--- src/apple1_pkg.sv ---
// Bus types and the fixed Apple-1 address map; BASIC ROM and PS/2 ranges are not mapped
package apple1_pkg;

    ////////////////////
    // Bus transfer types
    ////////////////////

    // One request on the shared bus, 25 bits
    typedef struct packed {
        logic [15:0] addr;
        logic [7:0]  wdata;
        logic        we;
    } bus_req_t;

    // Read reply, valid travels beside it
    typedef struct packed {
        logic [7:0] rdata;
    } bus_rsp_t;

    // Flag is rx_ready on KBDCR, tx_busy on DSP
    typedef struct packed {
        logic       flag;
        logic [6:0] reserved;
    } uart_status_t;

    // UART read word, a byte on KBD and flags on the control registers
    typedef union packed {
        logic [7:0]   data;
        uart_status_t status;
    } uart_rdata_u;

    ////////////////////
    // Address map
    ////////////////////

    localparam logic [15:0] RAM_BASE  = 16'h0000;
    localparam logic [15:0] RAM_MASK  = 16'hE000;  // 8 KiB window
    localparam logic [15:0] UART_BASE = 16'hD010;  // four registers
    localparam logic [15:0] ROM_BASE  = 16'hFF00;  // 256 byte monitor

    // UART register offsets
    localparam logic [1:0] UART_KBD   = 2'd0;
    localparam logic [1:0] UART_KBDCR = 2'd1;
    localparam logic [1:0] UART_DSP   = 2'd2;
    localparam logic [1:0] UART_DSPCR = 2'd3;

    // Open bus value
    localparam logic [7:0] UNMAPPED_DATA = 8'hFF;

endpackage

--- src/bus_arbiter.sv ---
// Two masters, one request in flight; a new grant waits until the previous response returns
module bus_arbiter (
    input  logic                       clk25,
    input  logic                       rst_n,
    input  apple1_pkg::bus_req_t [1:0] m_req,
    input  logic [1:0]                 m_req_valid,
    output logic [1:0]                 m_req_ready,
    output apple1_pkg::bus_rsp_t       m_rsp,
    output logic [1:0]                 m_rsp_valid,
    output apple1_pkg::bus_req_t       bus_req,
    output logic                       bus_req_valid,
    input  apple1_pkg::bus_rsp_t       bus_rsp,
    input  logic                       bus_rsp_valid
);
    logic busy;        // request out, reply not yet back
    logic owner;       // master of the request in flight
    logic last_grant;  // round-robin pointer
    logic pick;
    logic accept;

    // Both waiting, the one not served last wins
    always_comb begin
        if (m_req_valid == 2'b11) begin
            pick = ~last_grant;
        end else begin
            pick = m_req_valid[1];
        end
    end

    // Ready follows valid of the picked master only
    assign m_req_ready = busy ? 2'b00 : (m_req_valid & (2'b01 << pick));
    assign accept      = |(m_req_valid & m_req_ready);

    ////////////////////
    // Grant state
    ////////////////////
    always_ff @(posedge clk25) begin
        if (!rst_n) begin
            busy          <= 1'b0;
            owner         <= 1'b0;
            last_grant    <= 1'b1;
            bus_req_valid <= 1'b0;
        end else begin
            bus_req_valid <= accept;
            if (accept) begin
                busy       <= 1'b1;
                owner      <= pick;
                last_grant <= pick;
            end else if (bus_rsp_valid) begin
                busy <= 1'b0;
            end
        end
    end

    // Request payload onto the bus
    always_ff @(posedge clk25) begin
        if (accept) begin
            bus_req <= m_req[pick];
        end
    end

    // Reply data shared, valid steered to owner
    assign m_rsp          = bus_rsp;
    assign m_rsp_valid[0] = bus_rsp_valid & ~owner;
    assign m_rsp_valid[1] = bus_rsp_valid & owner;

endmodule

--- config.mk ---
export PLATFORM = sky130hd
export DESIGN_NAME = bus_arbiter
export DESIGN_NICKNAME = d
export VERILOG_FILES = /design/src/apple1_pkg.sv /design/src/bus_arbiter.sv
export SDC_FILE = /design/constraint.sdc
export NUM_CORES = 1
export LEC_CHECK = 0
export BUFFER_PORTS_ARGS = -buffer_cell sky130_fd_sc_hd__buf_2
export CORE_MARGIN = 5
export CORE_UTILIZATION = 42
export DETAILED_ROUTE_END_ITERATION = 10
export PLACE_DENSITY_LB_ADDON = 0.25
export RECOVER_POWER = 25
export SETUP_SLACK_MARGIN = 0.1
export SYNTH_ARGS = -nofsm -noshare
export SYNTH_HDL_FRONTEND = slang
export SYNTH_SLANG_ARGS = --single-unit
export TNS_END_PERCENT = 50
--- constraint.sdc ---
create_clock -name clk25 -period 4.5 [get_ports clk25]
set_input_delay 0.225 -clock clk25 [delete_from_list [all_inputs] [get_ports clk25]]
set_output_delay 0.225 -clock clk25 [all_outputs]
set_load 0.01 [all_outputs]
==> metrics.cfg <==
[outcome]
outcome=finished, final reports clean

[floorplanning]
pin_count=101
coreArea_sq_um=3030
rows=20
initial_core_util=0.435
die-area_sq_um=4350
dieWidth_microns=66.0
die_y_microns=66.0

[critical_path]
critPathCaptureType=output pin
arrival_ns=1.70
cp_slowest_cell=a21boi_4
setup.worst_path.class=reg2out
cp_max_fo=27
startpoint=last_grant$_SDFFE_PN1P_
crit_path_cell_trace=a21boi_4 > nor2b_1 > buf_2
cpPeakStageDelay_ns=0.68
rr_startpoint=last_grant$_SDFFE_PN1P_
cp_data_required_time_ns=4.28
start_kind=register

[grt]
grt_pass1_wl_mm=4.11
overflow=0
antenna_found_initial=0
grt_use_total=0.127
grt_max_degree=28
grt_pass1_vias=957

[logic_synthesis]
ys_seq_area_frac=0.631
avgSynthCellArea_sq_um=16.3
synth_area_sq_um=1320
synth_nets=144
ys_ff_latch=29
synth_cell_types=18
syn_inst=81
yosysWarnings=0

[finish]
antennaDiodeCount=0
num-nets-final=225
final_cell_mix=buf_2 (72), edfxtp_1 (25), mux2_2 (24)
utilization=0.577
synthToLayoutAreaGrowth_pct=32.8
final_common_cell=buf_2
fin_cells=207
drive_above_1_share=0.638

[place]
gp_congestion=0.726
portBuffers=84
hpwl_mm=2.11
placedCellCount=199

[power_and_ir_drop]
seq_power_share=0.563
p_leak_uw=0.000756
sw_frac_of_total=0.232
p_switching_uw=137
irDropWorstVdd_mv=0.190
p_int_uw=453
p_clk_frac=0.264
power.density_nw_per_um2=338
power_frac_comb=0.173

[sta]
final.setup.tns_ns=0
drv_slew=0
final-hold-violation-count=0
worst_slew_pin_slew_ns=1.17
rsz0062_at_grt=no
slew_headroom=0.217
clock.fmax_mhz=520
finalCritPeriodShare=0.427
period_minus_slack_ns=1.92
finalSetupViolCount=0
fin_skew_ns=0.00929

[worst_hold_path]
worstHoldStart=bus_rsp_valid
hp-class=in2reg

[routing]
firstDrtPassIters=2
wl_mm=2.71
drc=0
wl_per_cell_microns=13.1
dr_total_vias=927
vias_per_cell=4.48
drt_iter0_drc=20
antenna_left=0

[cts]
path_clk_slew_ns=0.08
post_cts_buffers=0
clk-insertion-delay-late_ns=0.31
cts_root_buf=clkbuf_4
cts_tree=done
cts_resized=0
ctsHoldBuffers=0
clock_path_buffers=2
htreeDepth=2
cts.sinks=29
cts_buffers=5

[flow_run]
drv_cap=0

cell families (layout without fill, tap and decap cells):
| logic type | after synthesis | count (layout) | synth area share |
|---|---|---|---|
| AOI/OAI and AO/OA | 5 | 5 | 0.0380 |
| buffers and inverters | 12 | 94 | 0.0741 |
| and+or+nand+nor | 10 | 10 | 0.0428 |
| DFF | 29 | 29 | 0.631 |
| muxes | 25 | 25 | 0.214 |
synthesized netlist by cell type:
master | count | share of area
a32o_1 | 1 | 0.0076
inv_1 | 2 | 0.0057
buf_8 | 2 | 0.023
mux2_1 | 1 | 0.0086
mux2_2 | 24 | 0.21
nor2_1 | 2 | 0.0057
a211o_1 | 1 | 0.0067
nor2b_1 | 3 | 0.014
dfxtp_1 | 4 | 0.061
a211oi_1 | 1 | 0.0057
nand2b_1 | 1 | 0.0048
and2_1 | 1 | 0.0048
nor3_1 | 2 | 0.0076
edfxtp_1 | 25 | 0.57
a21oi_1 | 1 | 0.0038
nor3b_1 | 1 | 0.0057
buf_4 | 8 | 0.046
a21boi_4 | 1 | 0.014
critical path, delay by kind of cell (launching register included):
| kind | cells | cell delay [ns] |
|---|---|---|
| AOI/OAI and AO/OA | 1 | 0.68 |
| DFF | 1 | 0.36 |
| buffers and inverters | 1 | 0.14 |
| and+or+nand+nor | 1 | 0.21 |
path summary, 6_finish.rpt:
path	to	slack, ns	cells past startpoint
worst max-delay path	m_req_ready[1]	2.58	3
worst max register to register	bus_req[19]$_DFFE_PP_	2.78	2
worst min register to register	owner$_SDFFE_PN0P_	0.55	1
worst min-delay path	busy$_SDFFE_PN0P_	0.12	2
stage by stage:
stage	hold WS, ns	cell area (sq um)	setup slack (ns)	total power (uW)
after floorplan	0.325	1320	2.65	402
after global placement	0.441	1700	2.77	442
after detailed placement	0.449	1700	2.71	446
after CTS	0.102	1760	2.52	605
after global routing	0.102	1750	2.40	626
final	0.123	1750	2.58	590
power groups by stage:
stage               registers (uW)  clock network [uW]  logic, uW
global route                   335                 178        113
finish                         332                 156        102
global placement               337                   0        105
detailed placement             338                   0        107
floorplan                      350                   0       52.0
CTS                            332                 165        108
registers in the layout, summed over array words and instances, names as in the netlist:
name and count:
last_grant 1, bus_req 25, bus_req_valid 1, owner 1, busy 1
metal layers:
metal  GRT usage  vias to the layer above  routed length, microns
met1       0.129                      397                     984
met4      0.0584                        0                      74
met3      0.0714                       15                     324
met5           0                        -                       0
li1            -                      459                       -
met2       0.210                       56                    1330
area by class of cell:
class / count / area (sq um)
sequential: 29 / 831
multi-input combinational: 40 / 390
timing repair buffer: 84 / 405
inverter: 2 / 7.51
fill: 275 / 1280
tap: 44 / 55.1
clock buffer: 8 / 58.8
Note: power is estimated with default switching activity, not from simulation.
