==> src/apple1_pkg.sv <==
// Bus types and the fixed Apple-1 address map; BASIC ROM and PS/2 ranges are not mapped
package apple1_pkg;

    ////////////////////
    // Bus transfer types
    ////////////////////

    // One request on the shared bus, 25 bits
    typedef struct packed {
        logic [15:0] addr;
        logic [7:0]  wdata;
        logic        we;
    } bus_req_t;

    // Read reply, valid travels beside it
    typedef struct packed {
        logic [7:0] rdata;
    } bus_rsp_t;

    // Flag is rx_ready on KBDCR, tx_busy on DSP
    typedef struct packed {
        logic       flag;
        logic [6:0] reserved;
    } uart_status_t;

    // UART read word, a byte on KBD and flags on the control registers
    typedef union packed {
        logic [7:0]   data;
        uart_status_t status;
    } uart_rdata_u;

    ////////////////////
    // Address map
    ////////////////////

    localparam logic [15:0] RAM_BASE  = 16'h0000;
    localparam logic [15:0] RAM_MASK  = 16'hE000;  // 8 KiB window
    localparam logic [15:0] UART_BASE = 16'hD010;  // four registers
    localparam logic [15:0] ROM_BASE  = 16'hFF00;  // 256 byte monitor

    // UART register offsets
    localparam logic [1:0] UART_KBD   = 2'd0;
    localparam logic [1:0] UART_KBDCR = 2'd1;
    localparam logic [1:0] UART_DSP   = 2'd2;
    localparam logic [1:0] UART_DSPCR = 2'd3;

    // Open bus value
    localparam logic [7:0] UNMAPPED_DATA = 8'hFF;

endpackage

==> src/uart.sv <==
// 8N1 only with no framing error flag; a DSP write while tx_busy is set is dropped
module uart #(
    parameter int CLKS_PER_BIT = 217
) (
    input  logic                    clk25,
    input  logic                    rst_n,
    input  logic [1:0]              reg_sel,
    input  logic                    we,
    input  logic                    re,
    input  logic [7:0]              wdata,
    output apple1_pkg::uart_rdata_u rdata,
    input  logic                    uart_rx,
    output logic                    uart_tx,
    output logic                    uart_cts
);
    import apple1_pkg::*;

    localparam int CNT_W = $clog2(CLKS_PER_BIT + 1);
    localparam logic [CNT_W-1:0] BIT_LAST = CNT_W'(CLKS_PER_BIT - 1);
    localparam logic [CNT_W-1:0] BIT_HALF = CNT_W'(CLKS_PER_BIT / 2);

    typedef enum logic [1:0] {RX_IDLE, RX_START, RX_DATA, RX_STOP} rx_state_t;

    logic             tx_busy;
    logic [8:0]       tx_shift;  // stop bit above the data
    logic [3:0]       tx_bit;
    logic [CNT_W-1:0] tx_cnt;
    rx_state_t        rx_state;
    logic [1:0]       rx_sync;
    logic             rx_in;
    logic [7:0]       rx_shift;
    logic [7:0]       kbd_data;
    logic [2:0]       rx_bit;
    logic [CNT_W-1:0] rx_cnt;
    logic             rx_ready;

    ////////////////////
    // Transmitter
    ////////////////////
    always_ff @(posedge clk25) begin
        if (!rst_n) begin
            tx_busy <= 1'b0;
            uart_tx <= 1'b1;
            tx_bit  <= '0;
            tx_cnt  <= '0;
        end else if (!tx_busy) begin
            if (we && reg_sel == UART_DSP) begin
                // Start bit goes out next cycle
                tx_busy  <= 1'b1;
                uart_tx  <= 1'b0;
                tx_shift <= {1'b1, wdata};
                tx_bit   <= '0;
                tx_cnt   <= '0;
            end
        end else if (tx_cnt == BIT_LAST) begin
            tx_cnt <= '0;
            if (tx_bit == 4'd9) begin
                tx_busy <= 1'b0;  // stop bit done
            end else begin
                uart_tx  <= tx_shift[0];
                tx_shift <= {1'b1, tx_shift[8:1]};
                tx_bit   <= tx_bit + 4'd1;
            end
        end else begin
            tx_cnt <= tx_cnt + 1'b1;
        end
    end

    ////////////////////
    // Receiver
    ////////////////////
    assign rx_in = rx_sync[1];

    always_ff @(posedge clk25) begin
        if (!rst_n) begin
            rx_sync  <= 2'b11;
            rx_state <= RX_IDLE;
            rx_cnt   <= '0;
            rx_bit   <= '0;
            rx_ready <= 1'b0;
        end else begin
            rx_sync <= {rx_sync[0], uart_rx};
            // KBD read clears the flag, a new byte wins
            if (re && reg_sel == UART_KBD) begin
                rx_ready <= 1'b0;
            end
            case (rx_state)
                RX_IDLE: begin
                    rx_cnt <= '0;
                    if (!rx_in) rx_state <= RX_START;
                end
                RX_START: begin
                    // Recheck at mid start bit, glitch goes back to idle
                    if (rx_cnt == BIT_HALF) begin
                        rx_cnt   <= '0;
                        rx_bit   <= '0;
                        rx_state <= rx_in ? RX_IDLE : RX_DATA;
                    end else begin
                        rx_cnt <= rx_cnt + 1'b1;
                    end
                end
                RX_DATA: begin
                    if (rx_cnt == BIT_LAST) begin
                        rx_cnt   <= '0;
                        rx_shift <= {rx_in, rx_shift[7:1]};  // LSB first
                        rx_bit   <= rx_bit + 3'd1;
                        if (rx_bit == 3'd7) rx_state <= RX_STOP;
                    end else begin
                        rx_cnt <= rx_cnt + 1'b1;
                    end
                end
                default: begin
                    if (rx_cnt == BIT_LAST) begin
                        rx_state <= RX_IDLE;
                        if (rx_in) begin
                            kbd_data <= rx_shift;
                            rx_ready <= 1'b1;
                        end
                    end else begin
                        rx_cnt <= rx_cnt + 1'b1;
                    end
                end
            endcase
        end
    end

    // Host may send while KBD is empty
    assign uart_cts = ~rx_ready;

    // Register read, one cycle latency
    always_ff @(posedge clk25) begin
        case (reg_sel)
            UART_KBD:   rdata.data   <= kbd_data;
            UART_KBDCR: rdata.status <= '{flag: rx_ready, reserved: 7'd0};
            UART_DSP:   rdata.status <= '{flag: tx_busy, reserved: 7'd0};
            UART_DSPCR: rdata.data   <= 8'd0;
            default:    rdata.data   <= 8'd0;
        endcase
    end

endmodule

==> config.mk <==
export PLATFORM = sky130hd
export DESIGN_NAME = uart
export DESIGN_NICKNAME = d
export VERILOG_FILES = /design/src/apple1_pkg.sv /design/src/uart.sv
export SDC_FILE = /design/constraint.sdc
export NUM_CORES = 1
export LEC_CHECK = 0
export BUFFER_PORTS_ARGS = -buffer_cell sky130_fd_sc_hd__buf_2
export CORE_MARGIN = 3
export CORE_UTILIZATION = 45
export CTS_CLUSTER_SIZE = 28
export DETAILED_ROUTE_END_ITERATION = 7
export SLEW_MARGIN = 20
export SYNTH_ARGS = -nofsm -noshare
export SYNTH_HDL_FRONTEND = slang
export SYNTH_SLANG_ARGS = --single-unit
==> constraint.sdc <==
create_clock -name clk25 -period 2.5 [get_ports clk25]
set_clock_uncertainty 0.1 [all_clocks]
set_input_delay 0.375 -clock clk25 [delete_from_list [all_inputs] [get_ports clk25]]
set_output_delay 0.375 -clock clk25 [all_outputs]
set_load 0.02 [all_outputs]
==> impl_results.md <==
- Mapped Cells: 237
- Final HPWL from detailed placement: about 3100 um
- Hold_buf cts: 0
- Row count: 27
- GR Overflow Total: 0
- Commonest cells after routing, fill and taps aside: dfxtp_1 (38), buf_2 (24), edfxtp_1 (24), nand2_1 (16), nor2_1 (15)
- Initial Util: 0.470
- Initial drt markers: 76
- Crit path arrival time: 2070 ps
- Synth area leaders: dfxtp_1 (29%), edfxtp_1 (28%), ha_1 (3.8%)
- Setup crit end kind: register
- R2r startpoint: tx_cnt[0]
- RePlAce Congestion: 0.745
- Syn_nets: 260
- Setup slack, reg-to-reg: 290 ps
- Via count: between 1500 and 2000
- Cells on worst reg2reg path: 5
- Final Non-Filler Cells: 349
- Fraction of layout cells with a size suffix above 1: 0.235
- Commonest non-fill, non-tap cell in the layout: dfxtp_1
- Pleak: 1.09 nW
- Share of flip-flops with an asynchronous set or reset: 0
- Final Cycle Share: 0.882
- Clk sinks: 62
- Antenna violations before repair: 0
- I/O Pins: 25
- # DRC: 0
- Outcome: finished, final reports clean
- Routed Wire Length: 4600 um
- PortBufs: 24
- Syn avg cell area: 11.0 um2
- P per Cell Area: 646 mW/mm2
- Nets: between 200 and 300
- Reg clk slew, reported paths: 70 ps
- EDFF count, synth: 24
- Hold crit path type: primary input to register
- Synth top area share: 0.290
- Cell accounting for the most synthesized area: dfxtp_1
- Yosys reg bits: 62
- Antenna Cells: 0
- Wire length per cell: 13.2 um
- Hold path startpoint: uart_rx
- Critical R2R Capture: tx_shift[0]
- CTS tree: yes
- Area grow syn2layout: 15.8%
- Pins Over Slew Limit: 0
- Largest net degree at the start of global routing: 17
- 1st-pass router iterations: 4
- Post-cts gate resize count: 0
- Die Width: roughly 82 um
- Skew-Pair Late Insertion Delay: between 300 and 400 ps
- Core area: 0.00557 mm2
- Setup violations, final: 0
- Root Driver: clkbuf_8
- Wire length of the first global-routing pass: 7600 um
- Maximum buffer depth of the clock tree: 2
- Crit Path Class: register to register
- Setup TNS: 0 ps
- Worst setup startpoint: tx_cnt[0]
- Slew headroom: 0.327
- Hold Path Sink: rx_sync[0]
- Clock period minus worst slack: 2210 ps
- Hold depth: 2
- Total number of yosys warnings: 0
- Die Y: 82.3 um
- Placed Cells: 333
- RSZ-0062 raised after global routing: no
- Critical-path maximum fanout: 8
- Fillers: 500
- CTS buffer count: 9
- Max Cap Violations: 0
- Post-synth design cell area: 0.00262 mm2
- Final hold violation count: 0
- FMAX: ~450 MHz
- WP data required: around 2400 ps
- Worst Tran Pin Value: approximately 1000 ps
- Number of global-route vias before repair: 1624
- GRT Overall Usage: 0.152
- Clock H-tree levels: 3
- Sequential cell area fraction in the yosys report: 0.566
- Setup Fix Bufs, Post-CTS: 0
- Max VDD drop: 0.000376 V
- Die area: 0.00677 mm2
- Unique masters post-synth: 50
- Vias per std cell: around 5.2
- Final core occ: 0.544
- Final ANT Viol Nets: 0
- CP startpoint kind: register
- Ys flop type: dfxtp_1
[metrics by stage]
stage / hold slack (ps) / cell area (um2) / setup slack, ps / power, mW
6_report: 116 / 3030 / 294 / 1.96
5_1_grt: 93.7 / 3030 / 126 / 2.05
4_1_cts: 101 / 3030 / 274 / 1.99
3_5_place_dp: 297 / 2850 / 298 / 1.19
3_3_place_gp: 289 / 2850 / 315 / 1.19
2_1_floorplan: 286 / 2620 / 395 / 1.15
[cells by family after synthesis]
kind of cell | count (synthesis) | synth area share
mux | 8 | 0.0339
simple gates | 82 | 0.179
fa+ha+maj | 8 | 0.0382
compound gates | 52 | 0.133
flops | 62 | 0.566
xor+xnor | 6 | 0.0201
buf+inv | 19 | 0.0301
[cells in the mapped netlist (3+ instances only)]
| cell type | instances |
|---|---|
| xor2_1 | 3 |
| nand2b_1 | 5 |
| and2_1 | 11 |
| ha_1 | 8 |
| nor3_1 | 3 |
| xnor2_1 | 3 |
| or4_1 | 3 |
| o22ai_1 | 3 |
| a31oi_1 | 4 |
| o21ai_0 | 14 |
| inv_1 | 11 |
| dfxtp_1 | 38 |
| nand4_1 | 3 |
| edfxtp_1 | 24 |
| nand3_1 | 9 |
| a21oi_1 | 13 |
| clkbuf_1 | 7 |
| nor2_1 | 15 |
| mux2_2 | 7 |
| nand2_1 | 16 |
[how the worst max path moves through the flow]
stage	slack, ps	end
final	290	tx_shift[0]
after global routing	130	tx_shift[0]
after CTS	270	tx_shift[4]
after detailed placement	300	tx_shift[7]
after global placement	320	tx_shift[5]
after floorplan	390	tx_shift[0]
[registers in the layout (all words and copies together), names as in the netlist, 2 cells and up]
signal	cells
rx_shift	8
rdata	8
tx_bit	4
tx_shift	8
tx_cnt	8
kbd_data	8
rx_cnt	8
rx_state	2
rx_bit	3
rx_sync	2
[critical path: stages (launching register included)]
cell	delay [ps]
dfxtp_1	340
inv_1	100
ha_1	140
and2_1	200
a31oi_2	120
nor3_1	820
[per-layer routing]
metal | vias to the layer above | GRT usage | share of wire
met4 | 0 | 0.0498 | 0.011
met3 | 6 | 0.0683 | 0.060
met1 | 836 | 0.203 | 0.50
met2 | 34 | 0.219 | 0.43
met5 | - | 0 | 0
li1 | 936 | - | -
[power breakdown]
part           switching, mW  total (mW)  internal [mW]  leakage, nW
Clock                  0.423       0.794          0.371       0.0906
Sequential           0.00917        1.07           1.06        0.525
Combinational         0.0527      0.0951         0.0424        0.476
Total                  0.485        1.96           1.47         1.09
[cell type report]
class                      instances  area (um2)  share of cell area
sequential                        62        1480               0.489
multi-input combinational        156        1060               0.349
tap                               72        90.1              0.0297
clock inverter                     7        56.3              0.0186
timing repair buffer              32         180              0.0594
clock buffer                       9         124              0.0409
inverter                          11        41.3              0.0136
Note: power is estimated with default switching activity, not from simulation.
