===== src/apple1_pkg.sv =====
// Bus types and the fixed Apple-1 address map; BASIC ROM and PS/2 ranges are not mapped
package apple1_pkg;

    ////////////////////
    // Bus transfer types
    ////////////////////

    // One request on the shared bus, 25 bits
    typedef struct packed {
        logic [15:0] addr;
        logic [7:0]  wdata;
        logic        we;
    } bus_req_t;

    // Read reply, valid travels beside it
    typedef struct packed {
        logic [7:0] rdata;
    } bus_rsp_t;

    // Flag is rx_ready on KBDCR, tx_busy on DSP
    typedef struct packed {
        logic       flag;
        logic [6:0] reserved;
    } uart_status_t;

    // UART read word, a byte on KBD and flags on the control registers
    typedef union packed {
        logic [7:0]   data;
        uart_status_t status;
    } uart_rdata_u;

    ////////////////////
    // Address map
    ////////////////////

    localparam logic [15:0] RAM_BASE  = 16'h0000;
    localparam logic [15:0] RAM_MASK  = 16'hE000;  // 8 KiB window
    localparam logic [15:0] UART_BASE = 16'hD010;  // four registers
    localparam logic [15:0] ROM_BASE  = 16'hFF00;  // 256 byte monitor

    // UART register offsets
    localparam logic [1:0] UART_KBD   = 2'd0;
    localparam logic [1:0] UART_KBDCR = 2'd1;
    localparam logic [1:0] UART_DSP   = 2'd2;
    localparam logic [1:0] UART_DSPCR = 2'd3;

    // Open bus value
    localparam logic [7:0] UNMAPPED_DATA = 8'hFF;

endpackage


===== src/sys_bus_decoder.sv =====
// Every target accepts each cycle with a one-cycle read; unclaimed addresses read as 0xFF
module sys_bus_decoder (
    input  logic                        clk25,
    input  logic                        rst_n,
    input  apple1_pkg::bus_req_t        bus_req,
    input  logic                        bus_req_valid,
    output apple1_pkg::bus_rsp_t        bus_rsp,
    output logic                        bus_rsp_valid,
    output logic                        ram_we,
    output logic                        uart_we,
    output logic                        uart_re,
    output logic [15:0]                 tgt_addr,
    output logic [7:0]                  tgt_wdata,
    input  logic [7:0]                  ram_rdata,
    input  logic [7:0]                  rom_rdata,
    input  apple1_pkg::uart_rdata_u     uart_rdata
);
    import apple1_pkg::*;

    typedef enum logic [1:0] {SEL_NONE, SEL_RAM, SEL_UART, SEL_ROM} sel_t;

    logic ram_cs;
    logic uart_cs;
    logic rom_cs;
    sel_t sel_q;

    ////////////////////
    // Address decode
    ////////////////////
    assign ram_cs  = (bus_req.addr & RAM_MASK) == RAM_BASE;
    assign uart_cs = bus_req.addr[15:2] == UART_BASE[15:2];
    assign rom_cs  = bus_req.addr[15:8] == ROM_BASE[15:8];

    // Strobes only in the request cycle
    assign ram_we  = bus_req_valid & bus_req.we & ram_cs;
    assign uart_we = bus_req_valid & bus_req.we & uart_cs;
    assign uart_re = bus_req_valid & ~bus_req.we & uart_cs;

    assign tgt_addr  = bus_req.addr;
    assign tgt_wdata = bus_req.wdata;

    // Remember the target for the read mux
    always_ff @(posedge clk25) begin
        if (!rst_n) begin
            sel_q         <= SEL_NONE;
            bus_rsp_valid <= 1'b0;
        end else begin
            bus_rsp_valid <= bus_req_valid;
            if (bus_req_valid) begin
                if (ram_cs) sel_q <= SEL_RAM;
                else if (uart_cs) sel_q <= SEL_UART;
                else if (rom_cs) sel_q <= SEL_ROM;
                else sel_q <= SEL_NONE;
            end
        end
    end

    // Read data mux, one cycle behind the decode
    always_comb begin
        case (sel_q)
            SEL_RAM:  bus_rsp.rdata = ram_rdata;
            SEL_UART: bus_rsp.rdata = uart_rdata.data;
            SEL_ROM:  bus_rsp.rdata = rom_rdata;
            default:  bus_rsp.rdata = UNMAPPED_DATA;
        endcase
    end

endmodule


===== config.mk =====
export PLATFORM = sky130hd
export DESIGN_NAME = sys_bus_decoder
export DESIGN_NICKNAME = d
export VERILOG_FILES = /design/src/apple1_pkg.sv /design/src/sys_bus_decoder.sv
export SDC_FILE = /design/constraint.sdc
export NUM_CORES = 1
export LEC_CHECK = 0
export BUFFER_PORTS_ARGS = -buffer_cell sky130_fd_sc_hd__buf_2
export CORE_AREA = 2 2 50 52
export DETAILED_ROUTE_END_ITERATION = 7
export DIE_AREA = 0 0 52 54
export GPL_TIMING_DRIVEN = 0
export PLACE_DENSITY_LB_ADDON = 0.2
export SLEW_MARGIN = 20
export SYNTH_ARGS = -nofsm -noshare
export SYNTH_HDL_FRONTEND = slang
export SYNTH_SLANG_ARGS = --single-unit

===== constraint.sdc =====
create_clock -name clk25 -period 0.99 [get_ports clk25]
set_input_delay 0.1485 -clock clk25 [delete_from_list [all_inputs] [get_ports clk25]]
set_output_delay 0.1485 -clock clk25 [all_outputs]
set_load 0.01 [all_outputs]

==> run metrics, run 1 <==
drt total wl=1890 um; routed len/inst=9.96 um; YS warnings=0; dpl ws=-288 ps; first-pass GRT wire length=2810 um; Syn Area/Cell=7.32 um2; asr flop ratio synth=0%; worst skew pair latency=240 ps; Pwr Total=0.705 mW; CP Capture Point=bus_rsp[5]; RSZ-0062 raised after global routing=true; Slew Limit Fails=0; global routing met2 resource utilization=28.1%; met1 Usage GRT=12.0%; num ports=88; H-tree depth=1; all-layer global routing usage=13.4%; Layout area overhead=120%; vias in the first global route=766; dpl cells=181; Hold Buf Count CTS=0; max-cap viol count=0; final setup TNS=-2760 ps; simple-gate share of the synthesized area=26.3%; via count=806; CTS sink cnt=3; core area=2320 um2; CP Launch Point=sel_q[0]$_SDFFE_PN0P_; Mapped Nets=126; failing checks=negative setup slack; status=finished, violations left; CP Capture Type=output port; total grt overflow=0; final setup vio count=10; most frequent cells in the layout=72 x buf_2, 28 x buf_4, 8 x a21oi_2, 7 x buf_6, 7 x nor2_2; P_leak=0.603 nW; Worst Hold Class=input port to flop; Max-slew headroom=86.7%; measured slew at the worst slew-check pin=198 ps; Final Core Density=51.3%; area share of xor/xnor cells in the synthesized design=0%; kind of launch point of the worst setup path=flop; mux share of post-synthesis cell area=14.8%; Reg2Reg Capture Point=sel_q[0]$_SDFFE_PN0P_; Most Crowded Layer GR=met2; worst vdd rail ir drop=0.344 mV; Num CTS Buffers=3; Reg clk slew, reported paths=40 ps; fmax=767 MHz; share of layout cells above drive strength 1=87.5%; I/O Buffers=77; DRT iter0 DRCs=3; final setup skew=0 ps; DP HPWL=1500 um; Mapped Cells=74; drt drc=0; P per Cell Area=592 nW/um2; Reg area=62.6 um2; die area=2810 um2; Starting Density=23.4%; Netlist cell types=22; compound-gate portion of the synthesized area=11.8%; Reg2Reg Depth=4; Seq/Total Area, Yosys=11.1%; ant diodes=0; crit path max fanout=8; met3 Usage GRT=3.33%; Final GP Congestion=0.685; commonest non-fill, non-tap cell in the layout=buf_2; Final Cycle Share=132%; Chip Height=54 um; final setup margin=-314 ps; Multi-input gate area=384 um2; mapped cell area=542 um2; worst r2r src=sel_q[0]$_SDFFE_PN0P_; drt first pass iters=2; row count=18; flop-to-flop setup slack=70 ps; clk buf depth=2; CTS tree=done; EDFF count, synth=0; initial antenna violation count=0; Synth Area in Adders=0%; WP data arrival=1160 ps; minimum clock period=1300 ps; Via density=4.24; remaining antenna violation count after routing=0; #FFs+latches synth=3; CP required=840 ps; Final Net Count=213; largest net degree at the start of global routing=10; ys flop type=dfxtp_1; Finished Layout Cells=190; root buffer cell=clkbuf_4; Hold Fails Final Rpt=0; die width=52 um; kind of critical path=flop to output port; Filler cells=235; largest family of logic cells by synthesized area=buffers and inverters
-- cell usage after synthesis (2+ instances only) --
library cell / n / area share, %
mux2i_1: 8 / 15
nand4_1: 2 / 2.3
dfxtp_1: 3 / 11
a21oi_1: 8 / 7.4
buf_2: 3 / 2.8
buf_4: 24 / 33
nand2_1: 2 / 1.4
nor2_1: 10 / 6.9
-- sequential cells by signal, indices dropped and copies added (netlist names) --
name           count
bus_rsp_valid      1
sel_q              2
-- how the worst min path moves through the flow --
stage,start,to,slack [ps],cells past startpoint
2_1_floorplan,bus_req_valid,sel_q[0]$_SDFFE_PN0P_,240,1
3_3_place_gp,bus_req_valid,sel_q[0]$_SDFFE_PN0P_,390,2
3_5_place_dp,bus_req_valid,sel_q[0]$_SDFFE_PN0P_,390,2
4_1_cts,bus_req_valid,sel_q[0]$_SDFFE_PN0P_,150,2
5_1_grt,bus_req_valid,sel_q[0]$_SDFFE_PN0P_,160,2
6_report,bus_req_valid,sel_q[0]$_SDFFE_PN0P_,150,2
-- routing by layer --
metal	wire, um	vias to the layer above
met4	0	0
met3	236	0
met5	0	-
met1	674	339
met2	981	59
li1	-	408
-- cells by family after synthesis --
logic type | after synthesis
simple gates | 25
mux | 8
flops | 3
buf+inv | 27
compound gates | 11
-- through the flow --
| step | instance area [um2] | hold WS (ps) |
|---|---|---|
| floorplan | 596 | 241 |
| global placement | 1020 | 386 |
| detailed placement | 1020 | 394 |
| CTS | 1170 | 151 |
| global route | 1190 | 159 |
| finish | 1190 | 152 |
-- where the power goes --
| part | internal (mW) | switching (mW) | total (mW) |
|---|---|---|---|
| clock | 0.151 | 0.0643 | 0.215 |
| sequential | 0.127 | 0.00189 | 0.128 |
| combinational | 0.216 | 0.145 | 0.361 |
| total | 0.494 | 0.211 | 0.705 |
-- final cells by class --
class / instances / share of cell area [%]
plain buffers: 26 / 17.4
clock buffers: 4 / 2.21
multi-input cells: 44 / 32.3
flip-flops and latches: 3 / 5.26
well taps: 30 / 3.15
repair buffers: 83 / 39.7
-- timing repair --
item,CTS,global route
pin swaps,16,2
setup endpoints to repair,11,13
setup buffers,6,1
gates resized for setup,23,7
gates cloned,1,0
-- worst max-delay path, stage by stage, from the launching register on --
cell and delay (ps):
dfxtp_2 310, buf_8 110, nand2b_4 200, nor2_2 120, a21oi_2 40, buf_2 140
Power figures use the tool's default switching activity.
==> run 2: changes to the inputs <==
--- a/config.mk
+++ b/config.mk
@@ -11,6 +11,7 @@
 export DIE_AREA = 0 0 52 54
 export GPL_TIMING_DRIVEN = 0
 export PLACE_DENSITY_LB_ADDON = 0.2
+export SETUP_SLACK_MARGIN = 0.05
 export SLEW_MARGIN = 20
 export SYNTH_ARGS = -nofsm -noshare
 export SYNTH_HDL_FRONTEND = slang
==> run metrics, run 2 (synthesized netlist as in run 1, its figures left out) <==
die area=2810 um2; remaining antenna violation count after routing=0; worst skew pair latency=240 ps; final setup skew=0 ps; Min-Delay Endpoint=sel_q[0]$_SDFFE_PN0P_; DP HPWL=1540 um; most frequent cells in the layout=72 x buf_2, 28 x buf_4, 8 x a21oi_2, 7 x nor2_4, 6 x buf_6; Via density=4.43; Worst Hold Class=input port to flop; hold path depth=2; minimum clock period=1340 ps; worst r2r src=sel_q[0]$_SDFFE_PN0P_; Reg2Reg Capture Point=sel_q[0]$_SDFFE_PN0P_; kind of launch point of the worst setup path=flop; row count=18; Chip Height=54 um; WP data arrival=1190 ps; share of layout cells above drive strength 1=87.3%; Int Pwr=0.484 mW; commonest non-fill, non-tap cell in the layout=buf_2; Final Net Count=211; Final Cycle Share=135%; routed len/inst=10.8 um; Placed Area=1020 um2; total grt overflow=0; largest net degree at the start of global routing=10; H-tree depth=1; die width=52 um; P per Cell Area=591 nW/um2; DRT iter0 DRCs=5; Slew Limit Fails=0; Biggest register=sel_q; Top Registers=sel_q: 2 flops, bus_rsp_valid: 1 flops; Reg2Reg Depth=3; drt first pass iters=4; hold path start=bus_req_valid; Max-slew headroom=86.6%; Layout area overhead=121%; root buffer cell=clkbuf_4; measured slew at the worst slew-check pin=195 ps; final setup vio count=11; I/O Buffers=77; flop-to-flop setup slack=150 ps; crit path max fanout=8; first-pass GRT wire length=2950 um; Hold Fails Final Rpt=0; drt drc=0; Pwr Total=0.707 mW; num ports=88; Final GP Congestion=0.707; Clock Power Share=31.2%; combinational share of power=50.6%; Seq pwr share=18.2%; CP required=840 ps; RSZ-0062 raised after global routing=true; clk buf depth=2; all-layer global routing usage=14.1%; drt total wl=2030 um; max-cap viol count=0; core area=2320 um2; max reg flops=2; P_leak=0.591 nW; final setup margin=-349 ps; ant diodes=0; status=finished, violations left; CTS tree=done; Num CTS Buffers=3; initial antenna violation count=0; worst vdd rail ir drop=0.332 mV; fmax=747 MHz; kind of critical path=flop to output port; CTS sink cnt=3; Starting Density=23.4%; via count=833; sw frac=31.6%; vias in the first global route=792; failing checks=negative setup slack; Reg clk slew, reported paths=40 ps; fin area=1200 um2; Switch Pwr=0.223 mW; CP Capture Type=output port
run 2: cell types whose count changed in the layout (fill, tap and decap cells not counted):
cell	delta
buf_6	-1
nor2_2	-5
buf_8	-2
o21ai_0	+1
mux2i_2	-1
buf_12	+1
nor2_1	-1
o21ai_1	-1
mux2i_1	+1
nor2_4	+6
run 2: critical path: stages (launching register included):
cell      delay [ps]
dfxtp_2          340
buf_6            140
nand2b_4          60
buf_12           150
nor2_4           100
a21oi_2           30
buf_2            140
run 2: worst max-delay path by stage:
stage	from	endpoint	slack, ps	cells past startpoint
after floorplan	sel_q[0]$_SDFFE_PN0P_	bus_rsp[0]	-7	5
after global placement	bus_req[22]	uart_re	-300	5
after detailed placement	bus_req[22]	uart_re	-340	5
after CTS	sel_q[0]$_SDFFE_PN0P_	bus_rsp[5]	-360	6
after global routing	sel_q[1]$_SDFFE_PN0P_	bus_rsp[4]	-400	4
final	sel_q[1]$_SDFFE_PN0P_	bus_rsp[1]	-350	6
run 2: metal layers:
| metal | wire length [um] | global-route usage [%] | vias to the layer above |
|---|---|---|---|
| li1 | - | - | 404 |
| met1 | 687 | 13.7 | 360 |
| met2 | 1090 | 28.5 | 65 |
| met3 | 227 | 1.94 | 4 |
| met4 | 23 | 7.46 | 0 |
| met5 | 0 | 0 | - |
run 2: power groups by stage:
stage | Sequential [mW] | Clock [mW] | Combinational [mW]
final | 0.128 | 0.221 | 0.358
after global placement | 0.130 | 0 | 0.317
after global routing | 0.129 | 0.248 | 0.389
after detailed placement | 0.130 | 0 | 0.323
after floorplan | 0.131 | 0 | 0.161
after CTS | 0.128 | 0.228 | 0.355
run 2: timing repair:
action                     CTS  global route
cloned                       1             0
resized for setup           22            13
hold buffers                 0             0
setup endpoints to repair   11            12
setup buffers                3             0
pin swaps                    6             4
run 2: layout make-up:
| class | instances | area [um2] |
|---|---|---|
| repair buffers | 81 | 447 |
| fillers | 239 | 1120 |
| flip-flops and latches | 3 | 62.6 |
| well taps | 30 | 37.5 |
| clock buffers | 4 | 26.3 |
| plain buffers | 26 | 211 |
| multi-input cells | 44 | 413 |
run 2: per-stage QoR:
step | TNS [ps] | setup slack [ps] | utilization (%) | hold slack [ps] | instances
finish | -3020 | -349 | 51.6 | 146 | 188
global route | -3640 | -403 | 51.6 | 144 | 188
CTS | -3280 | -364 | 49.8 | 137 | 189
detailed placement | -2110 | -335 | 43.9 | 391 | 181
global placement | -1860 | -297 | 43.9 | 385 | 181
floorplan | -55.9 | -6.99 | - | 241 | 74
