===== src/apple1_pkg.sv =====
// Bus types and the fixed Apple-1 address map; BASIC ROM and PS/2 ranges are not mapped
package apple1_pkg;

    ////////////////////
    // Bus transfer types
    ////////////////////

    // One request on the shared bus, 25 bits
    typedef struct packed {
        logic [15:0] addr;
        logic [7:0]  wdata;
        logic        we;
    } bus_req_t;

    // Read reply, valid travels beside it
    typedef struct packed {
        logic [7:0] rdata;
    } bus_rsp_t;

    // Flag is rx_ready on KBDCR, tx_busy on DSP
    typedef struct packed {
        logic       flag;
        logic [6:0] reserved;
    } uart_status_t;

    // UART read word, a byte on KBD and flags on the control registers
    typedef union packed {
        logic [7:0]   data;
        uart_status_t status;
    } uart_rdata_u;

    ////////////////////
    // Address map
    ////////////////////

    localparam logic [15:0] RAM_BASE  = 16'h0000;
    localparam logic [15:0] RAM_MASK  = 16'hE000;  // 8 KiB window
    localparam logic [15:0] UART_BASE = 16'hD010;  // four registers
    localparam logic [15:0] ROM_BASE  = 16'hFF00;  // 256 byte monitor

    // UART register offsets
    localparam logic [1:0] UART_KBD   = 2'd0;
    localparam logic [1:0] UART_KBDCR = 2'd1;
    localparam logic [1:0] UART_DSP   = 2'd2;
    localparam logic [1:0] UART_DSPCR = 2'd3;

    // Open bus value
    localparam logic [7:0] UNMAPPED_DATA = 8'hFF;

endpackage


===== src/display_fetcher.sv =====
// Reads only, one byte per handshake; dropping display_en stops the loop before the next grant
module display_fetcher #(
    parameter logic [15:0] SCREEN_BASE = 16'h0400,
    parameter int          SCREEN_LEN  = 8
) (
    input  logic                 clk25,
    input  logic                 rst_n,
    input  logic                 display_en,
    output apple1_pkg::bus_req_t req,
    output logic                 req_valid,
    input  logic                 req_ready,
    input  apple1_pkg::bus_rsp_t rsp,
    input  logic                 rsp_valid,
    output logic [7:0]           chr,
    output logic                 chr_valid,
    input  logic                 chr_ready
);
    localparam int OFF_W = $clog2(SCREEN_LEN + 1);
    localparam logic [OFF_W-1:0] OFF_LAST = OFF_W'(SCREEN_LEN - 1);

    typedef enum logic [1:0] {ST_REQ, ST_WAIT, ST_PRESENT} state_t;

    state_t           state;
    logic [OFF_W-1:0] offset;

    // Read of the current screen cell
    assign req.addr  = SCREEN_BASE + 16'(offset);
    assign req.wdata = 8'd0;
    assign req.we    = 1'b0;
    assign req_valid = (state == ST_REQ) && display_en;

    assign chr_valid = (state == ST_PRESENT);

    ////////////////////
    // Fetch FSM
    ////////////////////
    always_ff @(posedge clk25) begin
        if (!rst_n) begin
            state  <= ST_REQ;
            offset <= '0;
        end else begin
            case (state)
                ST_REQ: begin
                    if (req_valid && req_ready) state <= ST_WAIT;
                end
                ST_WAIT: begin
                    if (rsp_valid) state <= ST_PRESENT;
                end
                default: begin
                    // Hold the byte until the sink takes it
                    if (chr_ready) begin
                        state  <= ST_REQ;
                        offset <= (offset == OFF_LAST) ? '0 : offset + 1'b1;
                    end
                end
            endcase
        end
    end

    // Character latch
    always_ff @(posedge clk25) begin
        if (state == ST_WAIT && rsp_valid) begin
            chr <= rsp.rdata;
        end
    end

endmodule


===== config.mk =====
export PLATFORM = sky130hd
export DESIGN_NAME = display_fetcher
export DESIGN_NICKNAME = d
export VERILOG_FILES = /design/src/apple1_pkg.sv /design/src/display_fetcher.sv
export SDC_FILE = /design/constraint.sdc
export NUM_CORES = 1
export LEC_CHECK = 0
export BUFFER_PORTS_ARGS = -buffer_cell sky130_fd_sc_hd__buf_2
export CORE_MARGIN = 5
export CORE_UTILIZATION = 42
export CTS_CLUSTER_DIAMETER = 80
export CTS_CLUSTER_SIZE = 16
export DETAILED_ROUTE_END_ITERATION = 12
export HOLD_SLACK_MARGIN = 0.05
export PLACE_DENSITY = 0.81
export SLEW_MARGIN = 10
export SYNTH_ARGS = -nofsm -noshare
export SYNTH_HDL_FRONTEND = slang
export SYNTH_SLANG_ARGS = --single-unit

===== constraint.sdc =====
create_clock -name clk25 -period 2.65 [get_ports clk25]
set_input_delay 0 -clock clk25 [delete_from_list [all_inputs] [get_ports clk25]]
set_output_delay 0 -clock clk25 [all_outputs]
set_load 0.03 [all_outputs]

==> results by group, run 1 <==
Synthesis
  • Compound-Gate Fraction of Synth Area: 8.673%
  • Mapped Avg Cell Area: 10.88 um^2
  • Most common cell in the netlist: buf_4
  • Main combinational cell family by area after synthesis: buffers and inverters
  • Netlist cell types: 23
  • Post-Synth XOR/XNOR Area: 1.239%
  • Yosys warning count: 0
  • Post-Syn Instances: 65
  • Number of flops mapped to enable cells by yosys: 8
  • Synth async-reset ratio: 0%
  • Multiplexer area fraction after synthesis: 0%
  • Main synth FF type: edfxtp_1
  • Post-Synth Simple-Gate Area: 11.33%
  • Synth area leaders: edfxtp_1 34%, buf_4 22%, dfxtp_1 17%
  • Largest area contributor in the netlist: edfxtp_1
  • Netlist Area Pre-Place: 706.9 um^2
  • Yosys reg bits: 14
  • Post-synth top cells: 21 x buf_4, 8 x edfxtp_1, 6 x dfxtp_1
  • Sequential share of the synthesized area: 50.97%
  • Synth top area share: 33.98%
  • Adder-Cell Fraction of Synth Area: 1.770%

CTS
  • CTS tree: yes
  • Worst-path clk slew: 80 ps
  • H-tree depth: 1
  • Setup bufs post-CTS: 0
  • Clock Latency Late Sink: ~270 ps
  • Num CTS Buffers: 3
  • CTS root buffer: clkbuf_4
  • Bufs on Longest Clock Path: 2
  • CTS Hold Bufs: 9
  • Clk sink count: 14
  • Resize count post-CTS: 0

Finish
  • Design area: just under 900 um^2
  • Ant. Diodes: 0
  • Finished Layout Cells: 118
  • P&R area growth vs syn: 24.60%
  • Proportion of layout cells with a drive suffix above 1: 31.37%
  • # nets final: 118

Setup path
  • Critical path depth: 1
  • CP max stage cell: nor2_1
  • Crit path kind: reg2reg
  • Worst setup EP type: flip-flop
  • R2R depth: 1
  • CP max stage delay: 550 ps
  • Top delay family on crit path: simple AND/OR/NAND/NOR gates
  • Worst EP required: 2550 ps
  • CP Data Arrival Time: 1200 ps
  • Crit Reg-Reg Startpoint: state[1]$_SDFFE_PN0P_
  • R2R Path End: chr[1]$_DFFE_PP_
  • Buffers & Inverters on Critical Path: 0
  • Reg-to-reg slack, setup: 1350 ps
  • Critical-path cell list: nor2_1
  • Type of origin of the critical path: flip-flop
  • CP max FO: 9

Global route
  • Largest net degree at the start of global routing: 10
  • Tot GR Track Use: ~11%
  • Total gr overflow: 0
  • Number of global-route vias before repair: roughly 510
  • Antenna violations before repair: 0
  • First-pass GRT wire length: 2187 um

Timing
  • Final hold violation count: 0
  • Hold Slack: 58.11 ps
  • Max Transition Viols Final: 0
  • Tmin final: 1299 ps
  • RSZ-0062 raised after global routing: no
  • Final Skew: between 5 and 6 ps
  • Peak Freq: around 0.77 GHz
  • Least-Margin Pin Slew: around 650 ps
  • Rel. slew slack: between 50% and 60%
  • Period Utilization, post-route: 49.03%
  • Setup TNS: 0 ps
  • Final setup viols: 0
  • Setup ws final: 1351 ps

Drt
  • DRC viols: 0
  • Vias per cell: roughly 4.4
  • Antenna Violating Nets Remaining: 0
  • Detailed Route WL: around 1400 um
  • Initial drt markers: 4
  • Wire per inst: 11.97 um
  • Vias: 518
  • DRT Pass-1 Iters: 4

Power
  • Leakage: slightly above 0.4 nW
  • VDD IR max: 0.0002231 V
  • PwrDens: 505.2 nW/um^2

Place
  • GPL Wtd Cong: 0.7728
  • IO Port Bufs: 27
  • Hpwl dp: 1035 um
  • Pre-CTS setup slack: 1340 ps
  • Placed cell count: 105
  • Post-DP Area: 764.5 um^2

Min path
  • Hold endpoint: offset[1]$_SDFFE_PN0P_
  • Hold Path Stages: 3
  • Worst hold path class: in2reg
  • Min-delay src: chr_ready

Die
  • Number of cell rows: 14
  • Initial Util: 45.35%
  • Core ar.: approximately 1600 um^2
  • Die X: a little over 50 um
  • IO Count: 49
  • Chip height: 51.03 um
  • Die ar.: 2604 um^2

Run
  • Max Cap Violations: 0

Outcome
  • Status: complete, no violations
==> state kept, by name, indices dropped and copies added (netlist names) <==
register	cells
chr	8
state	2
offset	4
==> area by class of cell <==
cell class | instances | area [um^2]
clock inverter | 1 | 3.754
tap | 16 | 20.02
inverter | 2 | 7.507
clock buffer | 3 | 22.52
multi-input combinational | 46 | 241.5
sequential | 14 | 360.3
fill | 145 | 678.2
timing repair buffer | 36 | 225.2
==> worst max path at each step <==
stage                                  end  slack (ps)                   start
floorplan           offset[3]$_SDFFE_PN0P_        1280  offset[0]$_SDFFE_PN0P_
global placement          chr[1]$_DFFE_PP_        1390   state[1]$_SDFFE_PN0P_
detailed placement        chr[4]$_DFFE_PP_        1340   state[0]$_SDFFE_PN0P_
CTS                       chr[7]$_DFFE_PP_        1330   state[1]$_SDFFE_PN0P_
global route              chr[2]$_DFFE_PP_        1230   state[0]$_SDFFE_PN0P_
finish                    chr[1]$_DFFE_PP_        1350   state[1]$_SDFFE_PN0P_
==> layer usage <==
metal / track usage (%) / wire [um]
met5: 0 / 0
met4: 2.691 / 0
met3: 4.070 / 181
met2: 21.67 / 713
met1: 11.64 / 517
==> through the flow <==
stage               util (%)  power [mW]
floorplan                  -      0.3284
global placement       49.04      0.3209
detailed placement     49.04      0.3221
CTS                    56.50      0.4512
global route           56.50      0.4725
finish                 56.50      0.4450
==> report_power, final <==
| part | switching (mW) | internal (mW) | total, mW | leakage, nW |
|---|---|---|---|---|
| Combinational | 0.0651 | 0.0237 | 0.0888 | 0.279 |
| Sequential | 0.00354 | 0.236 | 0.239 | 0.121 |
| Clock | 0.0624 | 0.0544 | 0.117 | 0.0154 |
| Total | 0.131 | 0.314 | 0.445 | 0.416 |
==> cells by family (layout without fill, tap and decap cells) <==
kind of cell,count (synthesis),after routing
AOI/OAI and AO/OA,8,8
xor gates and xnor gates,1,1
other,2,21
and+or+nand+nor,15,15
adders and majority gates,1,1
buffers and inverters,24,42
DFF,14,14
==> cells in the final DEF, fill, tap and decap left out, drive strengths merged <==
master       count
a21boi           3
a311o            1
and2             1
and3             1
buf             27
clkbuf           3
clkinv           1
conb            21
dfxtp            6
dlygate4sd3      9
edfxtp           8
ha               1
inv              2
nand2            4
nand3            3
nor2             2
nor2b            2
nor3b            1
o21a             1
o21ai            2
o311a            1
or4              1
xnor2            1
Note: power is estimated with default switching activity, not from simulation.
==> run 2: changes to the inputs <==
Settings changed: CORE_UTILIZATION 42 to 36, PLACE_DENSITY 0.81 to 0.74.
Clock period 2.65 ns to 1.1 ns, I/O delays scaled along.
==> run 2 against run 1 <==
The run now ends with setup timing left. Global-route usage shrank 1.4 points. Critical path depth grew 2. First-iteration DRC count shrank 100%. Clock skew grew 3.0 ps. Setup slack lost 1400 ps. Die area grew 13%. Largest power group unchanged. Largest cell class unchanged. Maximum frequency grew 15%. Combinational power grew to 2.7 times the previous value. Final cell count grew 15%. Critical endpoint is now offset[3]$_SDFFE_PN0P_.
==> results by group, run 2 (same netlist as run 1, synthesis figures left out) <==
Outcome
  • Status: finished, violations left
  • Failing checks: setup timing

Die
  • Number of cell rows: 16 (+2)
  • Die X: 54.32 um (+6.4%)
  • Die ar.: 2950 um^2 (+13%)
  • Initial Util: 36.78% (-8.6 points)
  • IO Count: 49 (unchanged)
  • Chip height: 54.32 um (+6.4%)
  • Core ar.: 1922 um^2 (+23%)

Setup path
  • R2R depth: 3 (+2)
  • Crit Reg-Reg Startpoint: offset[1]$_SDFFE_PN0P_
  • CP max FO: 4 (-5)
  • Worst EP required: 1310 ps (-1240 ps)
  • R2R Path End: offset[3]$_SDFFE_PN0P_
  • Reg-to-reg slack, setup: -30 ps (-1380 ps)
  • Type of origin of the critical path: flip-flop
  • Crit path kind: reg2reg
  • Worst setup EP type: flip-flop
  • CP Data Arrival Time: 1340 ps (+140 ps)

Timing
  • Peak Freq: 0.8877 GHz (+15%)
  • RSZ-0062 raised after global routing: yes
  • Tmin final: 1126 ps (-172.8 ps)
  • Setup ws final: -26.47 ps (-1377 ps)
  • Final Skew: 8.156 ps (+2.970 ps)
  • Max Transition Viols Final: 0 (unchanged)
  • Period Utilization, post-route: 102.4% (+53 points)
  • Final setup viols: 1 (+1)
  • Final hold violation count: 0 (unchanged)

Run
  • Max Cap Violations: 0 (unchanged)

Power
  • VDD IR max: 0.0007225 V (+220%)
  • PwrDens: 1141 nW/um^2 (+130%)
  • Leakage: 0.4660 nW (+12%)

Min path
  • Hold Path Stages: 3 (unchanged)
  • Min-delay src: rsp_valid
  • Worst hold path class: in2reg
  • Hold endpoint: state[0]$_SDFFE_PN0P_

Place
  • GPL Wtd Cong: 0.6499 (-16%)
  • Hpwl dp: 1103 um (+6.5%)
  • IO Port Bufs: 27 (unchanged)
  • Pre-CTS setup slack: -42.28 ps (-1382 ps)

CTS
  • CTS tree: yes
  • Bufs on Longest Clock Path: 2 (unchanged)
  • Clk sink count: 14 (unchanged)
  • Num CTS Buffers: 3 (unchanged)
  • Worst-path clk slew: 90 ps (about the same)
  • Clock Latency Late Sink: 270 ps (about the same)
  • CTS root buffer: clkbuf_4
  • H-tree depth: 1 (unchanged)

Finish
  • P&R area growth vs syn: 44.60%
  • Multi-input logic area: 269.0 um^2 (+11%)
  • Layout Utilization: 53.19% (-3.3 points)
  • Commonest non-fill, non-tap cell in the layout: buf_2
  • FILL cells: 191 (+32%)
  • Commonest cells after routing, fill and taps aside: 25 x buf_2, 21 x conb_1, 10 x dlygate4sd3_1
  • Top reg by flops: chr
  • Proportion of layout cells with a drive suffix above 1: 44.95% (+14 points)
  • Largest register FFs: 8 (unchanged)
  • Top Registers: chr: 8 flops, offset: 4 flops, state: 2 flops
  • Ant. Diodes: 0 (unchanged)
  • FF/Latch Area: 374.1 um^2 (+3.8%)
  • # nets final: 125 (+5.9%)

Global route
  • Number of global-route vias before repair: 513 (+1.6%)
  • First-pass GRT wire length: 2056 um (-6.0%)
  • Total gr overflow: 0 (unchanged)
  • Tot GR Track Use: 9.954% (-1.4 points)
  • Largest net degree at the start of global routing: 10 (unchanged)
  • Antenna violations before repair: 0 (unchanged)

Drt
  • Detailed Route WL: 1388 um (-1.7%)
  • Wire per inst: 10.21 um (-15%)
  • Initial drt markers: 0 (-4)
  • DRC viols: 0 (unchanged)
  • Vias per cell: 3.971 (-9.6%)
  • Vias: 540 (+4.2%)
  • Antenna Violating Nets Remaining: 0 (unchanged)
  • DRT Pass-1 Iters: 1 (-3)
==> run 2: cell types whose count changed in the layout (fill, tap and decap cells not counted), sizes merged <==
| cell | previous run | this run |
|---|---|---|
| buf | 27 | 33 |
| clkbuf | 3 | 4 |
| clkinv | 1 | 0 |
| dlygate4sd3 | 9 | 10 |
==> run 2: cell type report <==
type                       instances  area share, %
multi-input combinational         46          26.32
sequential                        14          36.60
tap                               27          3.305
inverter                           2         0.7344
timing repair buffer              43          29.50
clock buffer                       4          3.550
==> run 2: through the flow <==
stage	instance area, um^2	hold WS, ps	setup TNS [ps]	power, mW	std cells
finish	1022	84.60	-26.47	1.166	136
global route	1022	99.15	-103.5	1.231	136
CTS	1011	78.89	-32.18	1.185	135
detailed placement	859.6	178.4	-42.28	0.7841	121
global placement	859.6	177.7	-7.558	0.7815	121
floorplan	809.5	98.87	-68.99	0.7879	84
==> run 2: what timing repair did <==
item	4_1_cts	5_1_grt
resized for setup	5	2
hold buffers	10	0
gates cloned	0	0
buffers inserted	0	1
pin swaps	2	3
setup endpoints to repair	3	13
hold endpoints to repair	14	0
==> run 2: worst max-delay path, cell delays in order (launching register included) <==
cell      delay (ps)
dfxtp_4          380
nand3_2           70
or4_1            490
a21boi_1         130
==> run 2: report_power, final <==
| part | internal, mW | switching, mW | leakage, nW |
|---|---|---|---|
| Sequential | 0.562 | 0.00796 | 0.125 |
| Clock | 0.201 | 0.158 | 0.0210 |
| Combinational | 0.0768 | 0.160 | 0.320 |
| Total | 0.840 | 0.326 | 0.466 |
==> run 2: metal layers <==
metal	global-route usage, %	wire (um)	vias to the layer above	part of all wire [%]
li1	-	-	268	-
met1	10.83	503	238	36
met2	16.53	659	34	47
met3	4.087	225	0	16
met4	4.979	0	0	0
met5	0	0	-	0
==> run 2: worst max-delay path by stage <==
stage | startpoint | endpoint
floorplan | offset[1]$_SDFFE_PN0P_ | offset[3]$_SDFFE_PN0P_
global placement | offset[1]$_SDFFE_PN0P_ | offset[3]$_SDFFE_PN0P_
detailed placement | offset[1]$_SDFFE_PN0P_ | offset[3]$_SDFFE_PN0P_
CTS | offset[0]$_SDFFE_PN0P_ | offset[3]$_SDFFE_PN0P_
global route | offset[1]$_SDFFE_PN0P_ | offset[3]$_SDFFE_PN0P_
finish | offset[1]$_SDFFE_PN0P_ | offset[3]$_SDFFE_PN0P_
